## src/verilog/i2c_macros.svh

```systemverilog
// register map, buffer depth, version and bus widths
// shared by the I2C master RTL and its testbench
`ifndef I2C_MACROS_SVH
`define I2C_MACROS_SVH

// bus address width, register addresses use the same width
`define I2C_ABUS_W 16

// register map
`define I2C_ADDR_RESET    16'd0  // write: soft reset, read: version
`define I2C_ADDR_START    16'd1  // write: start, read: status
`define I2C_ADDR_SLAVE    16'd2
`define I2C_ADDR_SIZE_LO  16'd3
`define I2C_ADDR_SIZE_HI  16'd4
`define I2C_ADDR_MEM_BASE 16'd8

`define I2C_MEM_BYTES 16
`define I2C_VERSION   8'h01

// clock cycles per SCL bit
`define I2C_PHASES 4

`endif

```

## src/verilog/i2c_pkg.sv

```systemverilog
// shared types for the I2C master
// FSM state encoding, configuration and status words
`default_nettype none

package i2c_pkg;

    typedef enum logic [3:0] {
        st_idle   = 4'd0,
        st_start  = 4'd1,
        st_addr   = 4'd2,
        st_aack   = 4'd3,
        st_data_w = 4'd4,
        st_data_r = 4'd5,
        st_dack_w = 4'd6,
        st_dack_r = 4'd7,
        st_stop   = 4'd8
    } i2c_state_e;

    typedef struct packed {
        logic [7:0]  slave;  // 7-bit address, bit 0 set for read
        logic [15:0] size;   // bytes in the transfer
    } i2c_conf_t;

    typedef struct packed {
        logic no_ack;
        logic done;
    } i2c_status_t;

endpackage

`default_nettype wire
```

## src/verilog/i2c_mem_if.sv

```systemverilog
// one byte-wide port of the transfer buffer
// host side drives the request, mem side returns read data
`timescale 1ns/1ps
`default_nettype none

`include "i2c_macros.svh"

interface i2c_mem_if;

    logic                   en;
    logic                   we;
    logic [`I2C_ABUS_W-1:0] addr;   // byte index into the buffer
    logic [7:0]             wdata;
    logic [7:0]             rdata;  // valid the cycle after en

    modport host (output en, we, addr, wdata, input rdata);
    modport mem  (input en, we, addr, wdata, output rdata);

endinterface

`default_nettype wire

```

## src/verilog/i2c_bus_regs.sv

```systemverilog
// host register file of the I2C master
// config registers, status flags, start and soft reset strobes,
// buffer window decode and registered read mux
`timescale 1ns/1ps
`default_nettype none

`include "i2c_macros.svh"

module i2c_bus_regs (
    input  logic                   I2C_CLK,
    input  logic                   RST,
    input  logic [`I2C_ABUS_W-1:0] bus_add,
    input  logic [7:0]             bus_data_in,
    input  logic                   bus_rd,
    input  logic                   bus_wr,
    output logic [7:0]             bus_data_out,
    output i2c_pkg::i2c_conf_t     conf,
    output logic                   start,
    output logic                   soft_rst,
    input  logic                   done_pulse,
    input  logic                   no_ack_pulse,
    i2c_mem_if.host                mem
);

    localparam logic [`I2C_ABUS_W-1:0] MEM_END =
        `I2C_ADDR_MEM_BASE + `I2C_ABUS_W'(`I2C_MEM_BYTES);

    i2c_pkg::i2c_status_t status;
    logic                 in_mem;
    logic                 rd_mem;     // last read went to the buffer
    logic [7:0]           reg_rdata;

    assign in_mem = (bus_add >= `I2C_ADDR_MEM_BASE) && (bus_add < MEM_END);

    assign mem.en    = in_mem && (bus_rd || bus_wr);
    assign mem.we    = bus_wr;
    assign mem.addr  = bus_add - `I2C_ADDR_MEM_BASE;
    assign mem.wdata = bus_data_in;

    always_ff @(posedge I2C_CLK) begin
        if (RST) begin
            conf     <= '0;
            start    <= 1'b0;
            soft_rst <= 1'b0;
            rd_mem   <= 1'b0;
        end else begin
            start    <= bus_wr && (bus_add == `I2C_ADDR_START);
            soft_rst <= bus_wr && (bus_add == `I2C_ADDR_RESET);
            rd_mem   <= bus_rd && in_mem;
            if (bus_wr && bus_add == `I2C_ADDR_SLAVE)
                conf.slave <= bus_data_in;
            if (bus_wr && bus_add == `I2C_ADDR_SIZE_LO)
                conf.size[7:0] <= bus_data_in;
            if (bus_wr && bus_add == `I2C_ADDR_SIZE_HI)
                conf.size[15:8] <= bus_data_in;
        end
    end

    // done/no_ack flags, start clears them and the engine sets them
    always_ff @(posedge I2C_CLK) begin
        if (RST || soft_rst) begin
            status.done   <= 1'b1;
            status.no_ack <= 1'b0;
        end else if (start) begin
            status <= '0;
        end else begin
            if (done_pulse)
                status.done <= 1'b1;
            if (no_ack_pulse)
                status.no_ack <= 1'b1;
        end
    end

    always_ff @(posedge I2C_CLK) begin
        if (bus_rd) begin
            case (bus_add)
                `I2C_ADDR_RESET:   reg_rdata <= `I2C_VERSION;
                `I2C_ADDR_START:   reg_rdata <= {6'd0, status};
                `I2C_ADDR_SLAVE:   reg_rdata <= conf.slave;
                `I2C_ADDR_SIZE_LO: reg_rdata <= conf.size[7:0];
                `I2C_ADDR_SIZE_HI: reg_rdata <= conf.size[15:8];
                default:           reg_rdata <= 8'h00;
            endcase
        end
    end

    assign bus_data_out = rd_mem ? mem.rdata : reg_rdata;

    // the engine reports completion only once per start
    a_single_done: assert property (@(posedge I2C_CLK) disable iff (RST)
        done_pulse |-> !status.done);

endmodule

`default_nettype wire

```

## src/verilog/i2c_conf_mem.sv

```systemverilog
// dual-port transfer buffer
// bus port and engine port, engine write wins on a collision
`timescale 1ns/1ps
`default_nettype none

`include "i2c_macros.svh"

module i2c_conf_mem (
    input logic    I2C_CLK,
    i2c_mem_if.mem bus_port,
    i2c_mem_if.mem eng_port
);

    localparam int AW = $clog2(`I2C_MEM_BYTES);

    logic [7:0] mem_q [`I2C_MEM_BYTES];

    // both ports in one block, the engine write comes last
    always_ff @(posedge I2C_CLK) begin
        if (bus_port.en) begin
            if (bus_port.we)
                mem_q[bus_port.addr[AW-1:0]] <= bus_port.wdata;
            bus_port.rdata <= mem_q[bus_port.addr[AW-1:0]];
        end
        if (eng_port.en) begin
            if (eng_port.we)
                mem_q[eng_port.addr[AW-1:0]] <= eng_port.wdata;
            eng_port.rdata <= mem_q[eng_port.addr[AW-1:0]];
        end
    end

    // both hosts must stay inside the buffer, the engine relies on conf.size
    a_addr_range: assert property (@(posedge I2C_CLK)
        (bus_port.en |-> bus_port.addr < `I2C_ABUS_W'(`I2C_MEM_BYTES)) and
        (eng_port.en |-> eng_port.addr < `I2C_ABUS_W'(`I2C_MEM_BYTES)));

endmodule

`default_nettype wire

```

## src/verilog/i2c_master_fsm.sv

```systemverilog
// I2C transaction engine
// phase divider, start latch, bit/byte counters, state machine,
// tx/rx shifters and open-drain SCL/SDA drive-low outputs
`timescale 1ns/1ps
`default_nettype none

`include "i2c_macros.svh"

module i2c_master_fsm (
    input  logic                I2C_CLK,
    input  logic                RST,
    input  i2c_pkg::i2c_conf_t  conf,
    input  logic                start,
    input  logic                soft_rst,
    input  logic                sda_in,
    output logic                scl_low,
    output logic                sda_low,
    output logic                done_pulse,
    output logic                no_ack_pulse,
    output i2c_pkg::i2c_state_e state,
    i2c_mem_if.host             mem
);

    localparam int PW = $clog2(`I2C_PHASES);
    localparam logic [PW-1:0] PH_SDA  = PW'(0);  // SDA update
    localparam logic [PW-1:0] PH_REL  = PW'(1);  // SCL release, ack sample
    localparam logic [PW-1:0] PH_MEM  = PW'(2);  // buffer access
    localparam logic [PW-1:0] PH_LAST = PW'(`I2C_PHASES - 1);

    i2c_pkg::i2c_state_e next_state;
    logic [PW-1:0]       phase;
    logic                start_req;
    logic [2:0]          bit_cnt;
    logic [15:0]         byte_cnt;
    logic [7:0]          tx_shift;
    logic [7:0]          rx_shift;
    logic                ack_bit;     // SDA seen in an ack slot, 1 = nack
    logic                shifting;
    logic                byte_end;
    logic                last_byte;
    logic                hold_scl;
    logic                sda_drv;

    assign shifting  = state inside {i2c_pkg::st_addr, i2c_pkg::st_data_w, i2c_pkg::st_data_r};
    assign byte_end  = (state inside {i2c_pkg::st_data_w, i2c_pkg::st_data_r}) &&
                       (bit_cnt == 3'd7);
    assign last_byte = (byte_cnt == conf.size);

    always_comb begin
        next_state = state;
        case (state)
            i2c_pkg::st_idle:   if (start_req) next_state = i2c_pkg::st_start;
            i2c_pkg::st_start:  next_state = i2c_pkg::st_addr;
            i2c_pkg::st_addr:   if (bit_cnt == 3'd7) next_state = i2c_pkg::st_aack;
            i2c_pkg::st_aack:
                if (ack_bit)
                    next_state = i2c_pkg::st_idle;
                else
                    next_state = conf.slave[0] ? i2c_pkg::st_data_r : i2c_pkg::st_data_w;
            i2c_pkg::st_data_w: if (bit_cnt == 3'd7) next_state = i2c_pkg::st_dack_w;
            i2c_pkg::st_data_r: if (bit_cnt == 3'd7) next_state = i2c_pkg::st_dack_r;
            i2c_pkg::st_dack_w:
                if (ack_bit)
                    next_state = i2c_pkg::st_idle;
                else
                    next_state = last_byte ? i2c_pkg::st_stop : i2c_pkg::st_data_w;
            i2c_pkg::st_dack_r:
                next_state = last_byte ? i2c_pkg::st_stop : i2c_pkg::st_data_r;
            default:            next_state = i2c_pkg::st_idle;  // stop
        endcase
    end

    // SCL stays released around start, stop and idle
    assign hold_scl = !(state inside {i2c_pkg::st_idle, i2c_pkg::st_stop}) &&
                      (next_state != i2c_pkg::st_idle);

    always_comb begin
        case (state)
            i2c_pkg::st_start:  sda_drv = 1'b1;
            i2c_pkg::st_addr:   sda_drv = ~conf.slave[3'd7 - bit_cnt];
            i2c_pkg::st_data_w: sda_drv = ~tx_shift[7];
            i2c_pkg::st_dack_r: sda_drv = !last_byte;  // no ack on the last byte
            i2c_pkg::st_stop:   sda_drv = 1'b1;
            default:            sda_drv = 1'b0;
        endcase
    end

    always_ff @(posedge I2C_CLK) begin
        if (RST) begin
            phase     <= '0;
            state     <= i2c_pkg::st_idle;
            start_req <= 1'b0;
            bit_cnt   <= '0;
            scl_low   <= 1'b0;
            sda_low   <= 1'b0;
        end else begin
            phase <= phase + 1'b1;
            if (start && state == i2c_pkg::st_idle)
                start_req <= 1'b1;
            else if (state == i2c_pkg::st_start)
                start_req <= 1'b0;
            if (phase == PH_SDA)
                sda_low <= sda_drv;
            if (phase == PH_REL)
                scl_low <= 1'b0;
            if (phase == PH_LAST) begin
                state   <= next_state;
                scl_low <= hold_scl;
                bit_cnt <= shifting ? bit_cnt + 1'b1 : 3'd0;
            end
        end
    end

    always_ff @(posedge I2C_CLK) begin
        if (RST || state == i2c_pkg::st_idle)
            byte_cnt <= '0;
        else if (phase == PH_LAST && byte_end)
            byte_cnt <= byte_cnt + 1'b1;
    end

    always_ff @(posedge I2C_CLK) begin
        if (phase == PH_REL)
            ack_bit <= sda_in;
        if (phase == PH_LAST && state == i2c_pkg::st_data_r)
            rx_shift <= {rx_shift[6:0], sda_in};
        if (phase == PH_LAST && next_state == i2c_pkg::st_data_w &&
            state != i2c_pkg::st_data_w)
            tx_shift <= mem.rdata;  // prefetched in the ack slot
        else if (phase == PH_LAST && state == i2c_pkg::st_data_w)
            tx_shift <= {tx_shift[6:0], 1'b0};
    end

    // read next tx byte in aack/dack_w, store rx byte in dack_r
    assign mem.we    = (state == i2c_pkg::st_dack_r);
    assign mem.en    = (phase == PH_MEM) &&
                       (mem.we ||
                        (state == i2c_pkg::st_aack && !conf.slave[0]) ||
                        (state == i2c_pkg::st_dack_w && !last_byte));
    assign mem.addr  = mem.we ? byte_cnt - 16'd1 : byte_cnt;
    assign mem.wdata = rx_shift;

    assign no_ack_pulse = (phase == PH_LAST) && ack_bit &&
                          (state inside {i2c_pkg::st_aack, i2c_pkg::st_dack_w});
    assign done_pulse   = no_ack_pulse ||
                          (phase == PH_LAST && next_state == i2c_pkg::st_stop);

    a_idle_scl: assert property (@(posedge I2C_CLK) disable iff (RST)
        state == i2c_pkg::st_idle |-> !scl_low);

    a_sda_phase: assert property (@(posedge I2C_CLK) disable iff (RST)
        !$stable(sda_low) |-> $past(phase == PH_SDA || RST));

    // soft reset from the register side frees the bus right away
    a_soft_rst: assert property (@(posedge I2C_CLK)
        soft_rst |=> state == i2c_pkg::st_idle && !scl_low && !sda_low);

    a_size: assert property (@(posedge I2C_CLK) disable iff (RST)
        state == i2c_pkg::st_start |->
            conf.size != 16'd0 && conf.size <= 16'(`I2C_MEM_BYTES));

endmodule

`default_nettype wire

```

## src/verilog/i2c_master_top.sv

```systemverilog
// I2C master top level
// register file, transfer buffer and engine on plain ports,
// SCL/SDA as drive-low outputs plus sampled SDA
`timescale 1ns/1ps
`default_nettype none

`include "i2c_macros.svh"

module i2c_master_top (
    input  logic                   I2C_CLK,
    input  logic                   RST,
    input  logic [`I2C_ABUS_W-1:0] bus_add,
    input  logic [7:0]             bus_data_in,
    input  logic                   bus_rd,
    input  logic                   bus_wr,
    output logic [7:0]             bus_data_out,
    output logic                   scl_low,
    output logic                   sda_low,
    input  logic                   sda_in
);

    i2c_pkg::i2c_conf_t conf;
    logic               start;
    logic               soft_rst;
    logic               eng_rst;
    logic               done_pulse;
    logic               no_ack_pulse;

    i2c_mem_if bus_mem_port ();
    i2c_mem_if eng_mem_port ();

    assign eng_rst = RST | soft_rst;  // soft reset only restarts the engine

    i2c_bus_regs u_regs (
        .I2C_CLK      (I2C_CLK),
        .RST          (RST),
        .bus_add      (bus_add),
        .bus_data_in  (bus_data_in),
        .bus_rd       (bus_rd),
        .bus_wr       (bus_wr),
        .bus_data_out (bus_data_out),
        .conf         (conf),
        .start        (start),
        .soft_rst     (soft_rst),
        .done_pulse   (done_pulse),
        .no_ack_pulse (no_ack_pulse),
        .mem          (bus_mem_port.host)
    );

    i2c_conf_mem u_mem (
        .I2C_CLK  (I2C_CLK),
        .bus_port (bus_mem_port.mem),
        .eng_port (eng_mem_port.mem)
    );

    i2c_master_fsm u_fsm (
        .I2C_CLK      (I2C_CLK),
        .RST          (eng_rst),
        .conf         (conf),
        .start        (start),
        .soft_rst     (soft_rst),
        .sda_in       (sda_in),
        .scl_low      (scl_low),
        .sda_low      (sda_low),
        .done_pulse   (done_pulse),
        .no_ack_pulse (no_ack_pulse),
        .state        (),
        .mem          (eng_mem_port.host)
    );

endmodule

`default_nettype wire

```

## config.mk

```make
export PLATFORM = sky130hd
export DESIGN_NAME = i2c_master_top
export DESIGN_NICKNAME = d
export VERILOG_FILES = /design/src/verilog/i2c_pkg.sv /design/src/verilog/i2c_mem_if.sv /design/src/verilog/i2c_bus_regs.sv /design/src/verilog/i2c_conf_mem.sv /design/src/verilog/i2c_master_fsm.sv /design/src/verilog/i2c_master_top.sv
export VERILOG_INCLUDE_DIRS = /design/src /design/src/verilog
export SDC_FILE = /design/constraint.sdc
export NUM_CORES = 1
export LEC_CHECK = 0
export BUFFER_PORTS_ARGS = -buffer_cell sky130_fd_sc_hd__buf_2
export CORE_MARGIN = 2
export CORE_UTILIZATION = 47
export CTS_BUF_LIST = sky130_fd_sc_hd__clkbuf_4 sky130_fd_sc_hd__clkbuf_8
export DETAILED_ROUTE_END_ITERATION = 7
export GPL_ROUTABILITY_DRIVEN = 0
export GPL_TIMING_DRIVEN = 0
export SLEW_MARGIN = 20
export SYNTH_ARGS = -nofsm -noshare
export SYNTH_HDL_FRONTEND = slang
export SYNTH_SLANG_ARGS = --single-unit
```

## constraint.sdc

```tcl
create_clock -name I2C_CLK -period 8.2 [get_ports I2C_CLK]
set_input_delay 1.23 -clock I2C_CLK [delete_from_list [all_inputs] [get_ports I2C_CLK]]
set_output_delay 1.23 -clock I2C_CLK [all_outputs]
set_load 0.01 [all_outputs]
```

==> results.cfg, run 1 <==
[timing]
post-route-period-util_pct = 52.8
period_minus_slack_ps = 4330
setup_violations = 0
tightest_slew_ps = 1030
finalHoldViolCount = 0
drv_slew = 0
rsz0062_at_grt = no
timing.fmax_mhz = 231
max-slew-margin-rel_pct = 31.6
finalSetupTns_ps = 0
whs_ps = 472
clock_skew_ps = 36.8

[cts]
path_clk_slew_ps = 60
cts_tree = done
cts_htree_levels = 2
postCtsSetupBuffers = 0
cts_hold_buffers = 0
cts.repair.resized = 0
insertion_delay_ps = 560
clockRootBuffer = clkbuf_8
cts_buffers = 42
clockBufferDepth = 3
clock-sinks = 226

[critical_path]
crit_chain = buf_2, clkinv_1, buf_1, ha_1, clkbuf_1, buf_4, inv_1, nor3_1, nor2b_1, buf_2, a21o_1
path_class = flip-flop to flip-flop
cp_num_cells = 11
reg2reg_to = u_mem.mem_q[9][3]
crit_path_end_kind = flip-flop
cpPeakStageDelay_ps = 540
r2r_setup_slack_ps = 3870
required_ps = 8400
reg2reg_from = u_fsm.byte_cnt[0]
path_delay_family = buffers and inverters
crit_path_top_delay_cell = buf_1
cp_common_cell = buf_2
crit_buf_inv = 7
crit_fanout = 10
worstPathArrival_ps = 4520
rr_worst_depth = 11
start_kind = flip-flop

[yosys]
synth_top_area_cell = edfxtp_1
synth.yosys.seq_area_share_pct = 45.5
synth-main-ff-cell = edfxtp_1
ys_seq_elements = 226
syn_area_um2 = 13700
synth_common_cells = 169 x edfxtp_1, 163 x mux2i_1, 138 x mux2_2
yosys.area.top_type_share_pct = 37.1
yosysMostFrequentCell = edfxtp_1
syn_nets = 1069
yosys-top-cells-area = edfxtp_1 37%, mux4_2 12%, mux2i_1 12%, mux2_2 11%, dfxtp_1 8.3%
netlist_instances = 1032
avgSynthCellArea_um2 = 13.2
synth_cell_types = 71
synth_edf_count = 169
ys_warn_count = 0
async_reset_ff_share_pct = 0

[run]
cap_violations = 0

[route]
drt-total-wl_um = 42700
via_per_inst = 6.26
num_vias = 9533
drt_iter0_markers = 972
firstDrtPassIters = 5
wl_per_cell_um = 28.0
drc = 0
drtAntennaViolNets = 0

[status]
status = complete, no violations

[global_route]
antenna_found_initial = 1
grt_pass1_vias = 9359
grt_pass1_wl_um = 62800
overflow = 0
grt_max_degree = 11
grt_usage_pct = 28.3

[die]
dieArea_um2 = 30500
die_w_um = 175
die_y_um = 175
core-area_um2 = 28700
rows = 62
ioPinCount = 39
initial_core_util_pct = 47.6

[power]
powerDensity_nw_per_um2 = 161
p_total_mw = 2.43
vdd_drop_max_uv = 116
p_leak_nw = 4.92

[final_layout]
areaGrowthSynthToFinish_pct = 10.8
drive_gt1_share_pct = 34.1
finalInstanceArea_um2 = 15100
nets = 1150

[placed_design]
dp_hpwl_um = 30400
io_buffers = 26
place_area_um2 = 14400

[hold_path]
worstHoldStart = u_fsm.phase[0]
hold_path_class = flip-flop to flip-flop
whs_endpoint = u_fsm.phase[0]
whs_path_depth = 1
-- cell type report --
cell class                 count  area, um2
clock inverter                11       50.0
antenna                        1       2.50
sequential                   226       6220
buffer                        96        453
clock buffer                  58        717
inverter                      17       63.8
timing repair buffer          37        213
fill                        2541      13600
multi-input combinational    693       6950
tap                          384        480
-- logic make-up after synthesis --
family	synth area share, %
compound gates	4.28
simple gates	7.68
flops	45.5
mux	36.1
fa+ha+maj	0.732
xor+xnor	1.99
buf+inv	3.78
-- worst max-delay path by stage --
stage,slack (ps),end,start
floorplan,4980,u_mem.mem_q[4][0],bus_add[5]
global placement,3320,u_mem.mem_q[5][4],bus_add[0]
CTS,3960,u_mem.mem_q[9][4],u_fsm.byte_cnt[0]
global route,3730,u_mem.mem_q[9][3],u_fsm.byte_cnt[0]
detailed placement,3940,u_mem.mem_q[5][4],bus_add[0]
finish,3870,u_mem.mem_q[9][3],u_fsm.byte_cnt[0]
-- per-layer routing --
layer | vias to the layer above | global-route usage (%) | part of all wire, %
li1 | 4158 | - | -
met1 | 4876 | 37.5 | 42
met2 | 386 | 46.0 | 47
met3 | 113 | 4.07 | 6.4
met4 | 0 | 13.1 | 5.0
met5 | - | 0 | 0
-- registers in the layout, summed over array words and instances, names as in the netlist, 2 cells and up --
signal / flops
u_fsm.bit_cnt: 3
u_regs.conf: 24
u_fsm.state: 4
u_fsm.tx_shift: 8
u_mem.eng_port.rdata: 8
u_fsm.byte_cnt: 16
u_fsm.mem.wdata: 8
u_regs.status: 2
u_mem.bus_port.rdata: 8
u_mem.mem_q: 128
u_fsm.phase: 2
u_regs.reg_rdata: 8
-- worst reg2reg max path: cells and delay by family, from the launching register on --
| kind | cells | cell delay [ps] |
|---|---|---|
| buf+inv | 7 | 2040 |
| simple gates | 2 | 760 |
| fa+ha+maj | 1 | 480 |
| compound gates | 1 | 390 |
| flops | 1 | 320 |
-- placed cells by master, fill, tap and decap left out, types with 7 or more instances in the layout --
master / instances
xor2_1: 18
mux4_2: 74
clkinv_1: 11
mux2_1: 7
dfxtp_1: 57
or2_2: 10
nand3_1: 10
nand2b_1: 12
clkbuf_4: 13
inv_1: 13
o21ai_0: 13
nand2_1: 24
nor4_1: 7
clkbuf_8: 45
o22ai_1: 17
clkbuf_1: 38
buf_1: 12
buf_2: 60
o21ai_1: 12
mux2i_1: 163
xnor2_1: 13
nand4_1: 8
buf_4: 20
nor3_1: 12
nor2_1: 62
edfxtp_1: 169
a21oi_1: 13
mux2_2: 138
ha_1: 8
-- power by group --
part           internal [mW]  switching, mW  total [mW]
Clock                  0.560          0.487        1.05
Combinational         0.0626         0.0892       0.152
Sequential              1.23        0.00272        1.23
-- per-stage QoR --
stage / util [%] / instances / worst slack, ps
detailed placement: 50.1 / 1453 / 3940
floorplan: - / 1032 / 4980
CTS: 52.7 / 1522 / 3960
global placement: 49.8 / 1442 / 3320
global route: 52.8 / 1522 / 3730
finish: 52.8 / 1523 / 3870
No activity file was read; power rests on OpenSTA's default activity.
==> run 2: changes to the inputs <==
ABC_AREA = 1   (was default)
clock period = 4 ns   (was 8.2 ns; I/O delays follow)
==> run 2 against run 1 <==
Against the previous run: power up 110%; global-route usage grew 3.5 points; critical path depth is 2 lower; sequential cell count stayed put; final area is 11% lower; first-iteration DRC count grew 73%; fmax increased by 28%; area after synthesis fell by 12%; register-to-register slack got worse by 3200 ps; count of clock-buffer cells in the layout up 4; routed wire length shrank 1.2%.
==> results.cfg, run 2 <==
[status]
status = complete, no violations

[yosys]
synth_cell_types = 39
synth_edf_count = 169
synth_top_area_cell = edfxtp_1
synth_common_cells = 399 x nand2_1, 169 x edfxtp_1, 127 x o21ai_0
yosysMostFrequentCell = nand2_1
avgSynthCellArea_um2 = 8.41
ys_seq_elements = 226
synth-main-ff-cell = edfxtp_1
ys_warn_count = 0
yosys-top-cells-area = edfxtp_1 42%, nand2_1 12%, dfxtp_1 9.4%, a22oi_1 6.0%, o21ai_0 5.3%
synth.yosys.seq_area_share_pct = 51.4
syn_area_um2 = 12100
async_reset_ff_share_pct = 0
netlist_instances = 1438
syn_nets = 1475
yosys.area.top_type_share_pct = 42.0

[cts]
clockRootBuffer = clkbuf_8
clock-sinks = 226
cts_hold_buffers = 0
postCtsSetupBuffers = 0
insertion_delay_ps = 580
clockBufferDepth = 3
cts_htree_levels = 2
cts.repair.resized = 0
cts_buffers = 41
path_clk_slew_ps = 60
cts_tree = done

[die]
rows = 58
die_y_um = 164
core-area_um2 = 25300
die_w_um = 164
dieArea_um2 = 27000
ioPinCount = 39
initial_core_util_pct = 47.9

[timing]
period_minus_slack_ps = 3370
rsz0062_at_grt = no
post-route-period-util_pct = 84.3
whs_ps = 295
timing.fmax_mhz = 297
drv_slew = 0
max-slew-margin-rel_pct = 29.4
tightest_slew_ps = 1050
clock_skew_ps = 29.6
finalSetupTns_ps = 0
setup_violations = 0
finalHoldViolCount = 0

[global_route]
overflow = 0
grt_pass1_vias = 10300
grt_max_degree = 12
grt_pass1_wl_um = 62700
antenna_found_initial = 1
grt_usage_pct = 31.8

[hold_path]
hold_path_class = input port to flip-flop
whs_path_depth = 2
worstHoldStart = RST
whs_endpoint = u_regs.rd_mem

[route]
drt-total-wl_um = 42200
wl_per_cell_um = 22.5
drc = 0
firstDrtPassIters = 6
via_per_inst = 5.93
drt_iter0_markers = 1678
drtAntennaViolNets = 0
num_vias = 11100

[final_layout]
multi_input_area_um2 = 5030
diodes = 0
final-seq-area_um2 = 6220
areaGrowthSynthToFinish_pct = 11.7
nets = 1550
largest_register_ffs = 128
n_fill_cell = 2402
final_common_cell = nand2_1
drive_gt1_share_pct = 11.0
mostFrequentLayoutCells = 399 x nand2_1, 169 x edfxtp_1, 119 x nand3_1

[critical_path]
required_ps = 4180
start_kind = flip-flop
rr_worst_depth = 9
reg2reg_to = u_mem.mem_q[6][0]
path_class = flip-flop to flip-flop
r2r_setup_slack_ps = 630
worstPathArrival_ps = 3550
crit_fanout = 10
crit_path_end_kind = flip-flop
reg2reg_from = u_fsm.state[1]

[placed_design]
dp_hpwl_um = 30100
io_buffers = 29

[power]
powerDensity_nw_per_um2 = 377
p_leak_nw = 5.34
vdd_drop_max_uv = 259

[run]
cap_violations = 0
[run 2: cell types whose count changed in the layout (fill, tap and decap cells not counted), moves of 36 or more]
cell,change
nand2_1,+375
mux2_2,-130
o21ai_0,+102
a21oi_1,+36
nand3_1,+109
mux2i_1,-163
o21ai_1,+51
inv_1,+99
mux4_2,-74
a22oi_1,+93
[run 2: power by group]
group | switching, mW | internal [mW] | total [mW]
Clock | 1.01 | 1.24 | 2.26
Sequential | 0.00566 | 2.52 | 2.53
Combinational | 0.219 | 0.0861 | 0.305
Total | 1.24 | 3.85 | 5.09
[run 2: layout make-up]
type,count,area share [%]
multi-input combinational,1006,37.3
clock inverter,14,0.713
clock buffer,62,5.44
timing repair buffer,32,1.24
buffer,87,2.96
sequential,226,46.0
tap,330,3.06
inverter,119,3.31
[run 2: worst max-delay path by stage]
stage / from / to
2_1_floorplan: u_fsm.state[1] / u_mem.mem_q[5][0]
3_3_place_gp: bus_add[6] / u_mem.mem_q[1][4]
3_5_place_dp: u_fsm.state[1] / u_mem.mem_q[6][0]
4_1_cts: u_fsm.state[0] / u_mem.mem_q[6][0]
5_1_grt: u_fsm.state[0] / u_mem.mem_q[6][0]
6_report: u_fsm.state[1] / u_mem.mem_q[6][0]
[run 2: worst max-delay path: stages, from the launching register on]
cell	delay, ps
dfxtp_1	470
nand2_2	130
nor2_4	290
nand4_1	150
xor2_1	290
inv_1	110
nor2_1	330
nand2_1	370
clkbuf_2	310
o21ai_1	520
[run 2: logic make-up (layout without fill, tap and decap cells)]
group | Yosys count | count (layout) | synth area share, %
buffers and inverters | 206 | 314 | 7.00
AOI/OAI and AO/OA | 340 | 340 | 16.5
muxes | 8 | 8 | 0.745
and+or+nand+nor | 642 | 642 | 22.9
adders and majority gates | 8 | 8 | 0.828
xor gates and xnor gates | 8 | 8 | 0.641
DFF | 226 | 226 | 51.4
[run 2: metrics by stage]
stage	cells	util, %	setup slack (ps)	area, um2	total power [mW]
3_5_place_dp	1800	50.2	735	12700	2.87
4_1_cts	1876	53.5	720	13500	5.08
6_report	1876	53.5	629	13500	5.09
2_1_floorplan	1438	-	1550	12100	2.75
3_3_place_gp	1797	50.1	457	12700	2.86
5_1_grt	1876	53.5	523	13500	5.22
[run 2: routing by layer]
layer	vias up	GRT usage, %	part of all wire, %
li1	5130	-	-
met1	5161	44.9	42
met2	699	45.3	41
met3	143	10.2	13
met4	0	12.3	4.1
met5	-	0	0
==> run 3: changes to the inputs <==
clock period = 3.2 ns   (was 4 ns; I/O delays follow)
==> run 3 against run 2 <==
Against the previous run: count of clock-buffer cells in the layout is the same; core utilization grew 0.14 points; highest routed layer unchanged; via count shrank 0.37%; register-to-register slack got worse by 450 ps; sequential cell count is the same; global-route usage about the same; clock power grew 24%; hold slack got worse by 130 ps; clock skew fell by 2.2 ps; critical path depth rose by 2; critical path type unchanged; setup slack got worse by 450 ps.
==> results.cfg, run 3 (synthesis gave the netlist of run 2 again) <==
[status]
status = complete, no violations

[die]
rows = 58
ioPinCount = 39
core-area_um2 = 25300
dieArea_um2 = 27000
die_w_um = 164
initial_core_util_pct = 47.9
die_y_um = 164

[power]
p_leak_nw = 5.36
vdd_drop_max_uv = 325
powerDensity_nw_per_um2 = 469

[timing]
clock_skew_ps = 27.4
finalHoldViolCount = 0
post-route-period-util_pct = 94.3
timing.fmax_mhz = 332
setup_violations = 0
finalWorstSetupSlack_ps = 184
whs_ps = 169
rsz0062_at_grt = no
max-slew-margin-rel_pct = 30.4
drv_slew = 0
tightest_slew_ps = 1040
period_minus_slack_ps = 3020

[cts]
cts_hold_buffers = 0
cts_buffers = 41
cts_tree = done
clock-sinks = 226
path_clk_slew_ps = 60
cts_htree_levels = 2
insertion_delay_ps = 580
clockBufferDepth = 3
clockRootBuffer = clkbuf_8

[placed_design]
dp_hpwl_um = 30100
dp_slack_ps = -64.7
io_buffers = 29

[final_layout]
drive_gt1_share_pct = 11.6
mostFrequentLayoutCells = 399 x nand2_1, 169 x edfxtp_1, 119 x nand3_1
largest_register_ffs = 128
areaGrowthSynthToFinish_pct = 12.0
final_util_pct = 53.6
final_common_cell = nand2_1
nets = 1550
n_fill_cell = 2394
diodes = 0

[global_route]
grt_pass1_wl_um = 62700
overflow = 0
grt_pass1_vias = 10300
grt_max_degree = 12
grt_usage_pct = 31.8
antenna_found_initial = 1

[route]
drc = 0
drt-total-wl_um = 42300
drtAntennaViolNets = 0
num_vias = 11100
via_per_inst = 5.91
firstDrtPassIters = 6
wl_per_cell_um = 22.5
drt_iter0_markers = 1663

[critical_path]
start_kind = flip-flop
crit_fanout = 10
required_ps = 3470
worstPathArrival_ps = 3290
crit_path_end_kind = flip-flop
path_class = flip-flop to flip-flop

[hold_path]
hold_path_class = input port to flip-flop

[run]
cap_violations = 0
[run 3: cell type report]
class	count	area, um2	share of cell area [%]
tap	330	413	3.05
clock buffer	62	734	5.42
buffer	87	400	2.96
timing repair buffer	32	168	1.24
inverter	119	447	3.30
sequential	226	6220	45.9
clock inverter	14	96.3	0.711
multi-input combinational	1006	5070	37.4
[run 3: layer usage]
metal  GRT usage (%)  vias to the layer above  wire [um]
met2            45.3                      653      17500
met1            45.2                     5181      17800
met5               0                        -          0
met4            12.3                        0       1660
li1                -                     5132          -
met3            10.1                      126       5250
[run 3: stage by stage]
step	area (um2)	setup TNS [ps]	instances	power, mW
global placement	12700	-9510	1797	3.58
global route	13500	0	1876	6.53
floorplan	12100	0	1438	3.44
finish	13500	0	1876	6.36
CTS	13500	0	1876	6.35
detailed placement	12700	-728	1800	3.58
[run 3: repair_timing]
item                                    CTS  global route
pin swaps                                 0             1
gates resized for setup                   4             5
endpoints found under the setup margin   29            42
gates cloned                              0             0
buffers inserted                          0             0
[run 3: path summary, 6_finish.rpt]
check,slack [ps],to,from,cells after the start
max,180,u_mem.mem_q[1][1],u_fsm.state[1],11
min,170,u_regs.rd_mem,RST,2
min reg2reg,420,u_regs.status[1],u_regs.start,1
max reg2reg,180,u_mem.mem_q[1][1],u_fsm.state[1],11
[run 3: worst max-delay path, stage by stage, from the launching register on]
cell	delay (ps)
dfxtp_1	470
nand2_2	130
nor2_4	270
nand4_1	190
xor2_2	230
inv_1	110
nor2_2	210
buf_4	240
nand2_2	170
buf_6	220
o21ai_1	230
buf_4	250
[run 3: where the power goes]
group / internal (mW) / total [mW] / switching [mW]
sequential: 3.15 / 3.16 / 0.00711
combinational: 0.108 / 0.382 / 0.275
clock: 1.55 / 2.81 / 1.26
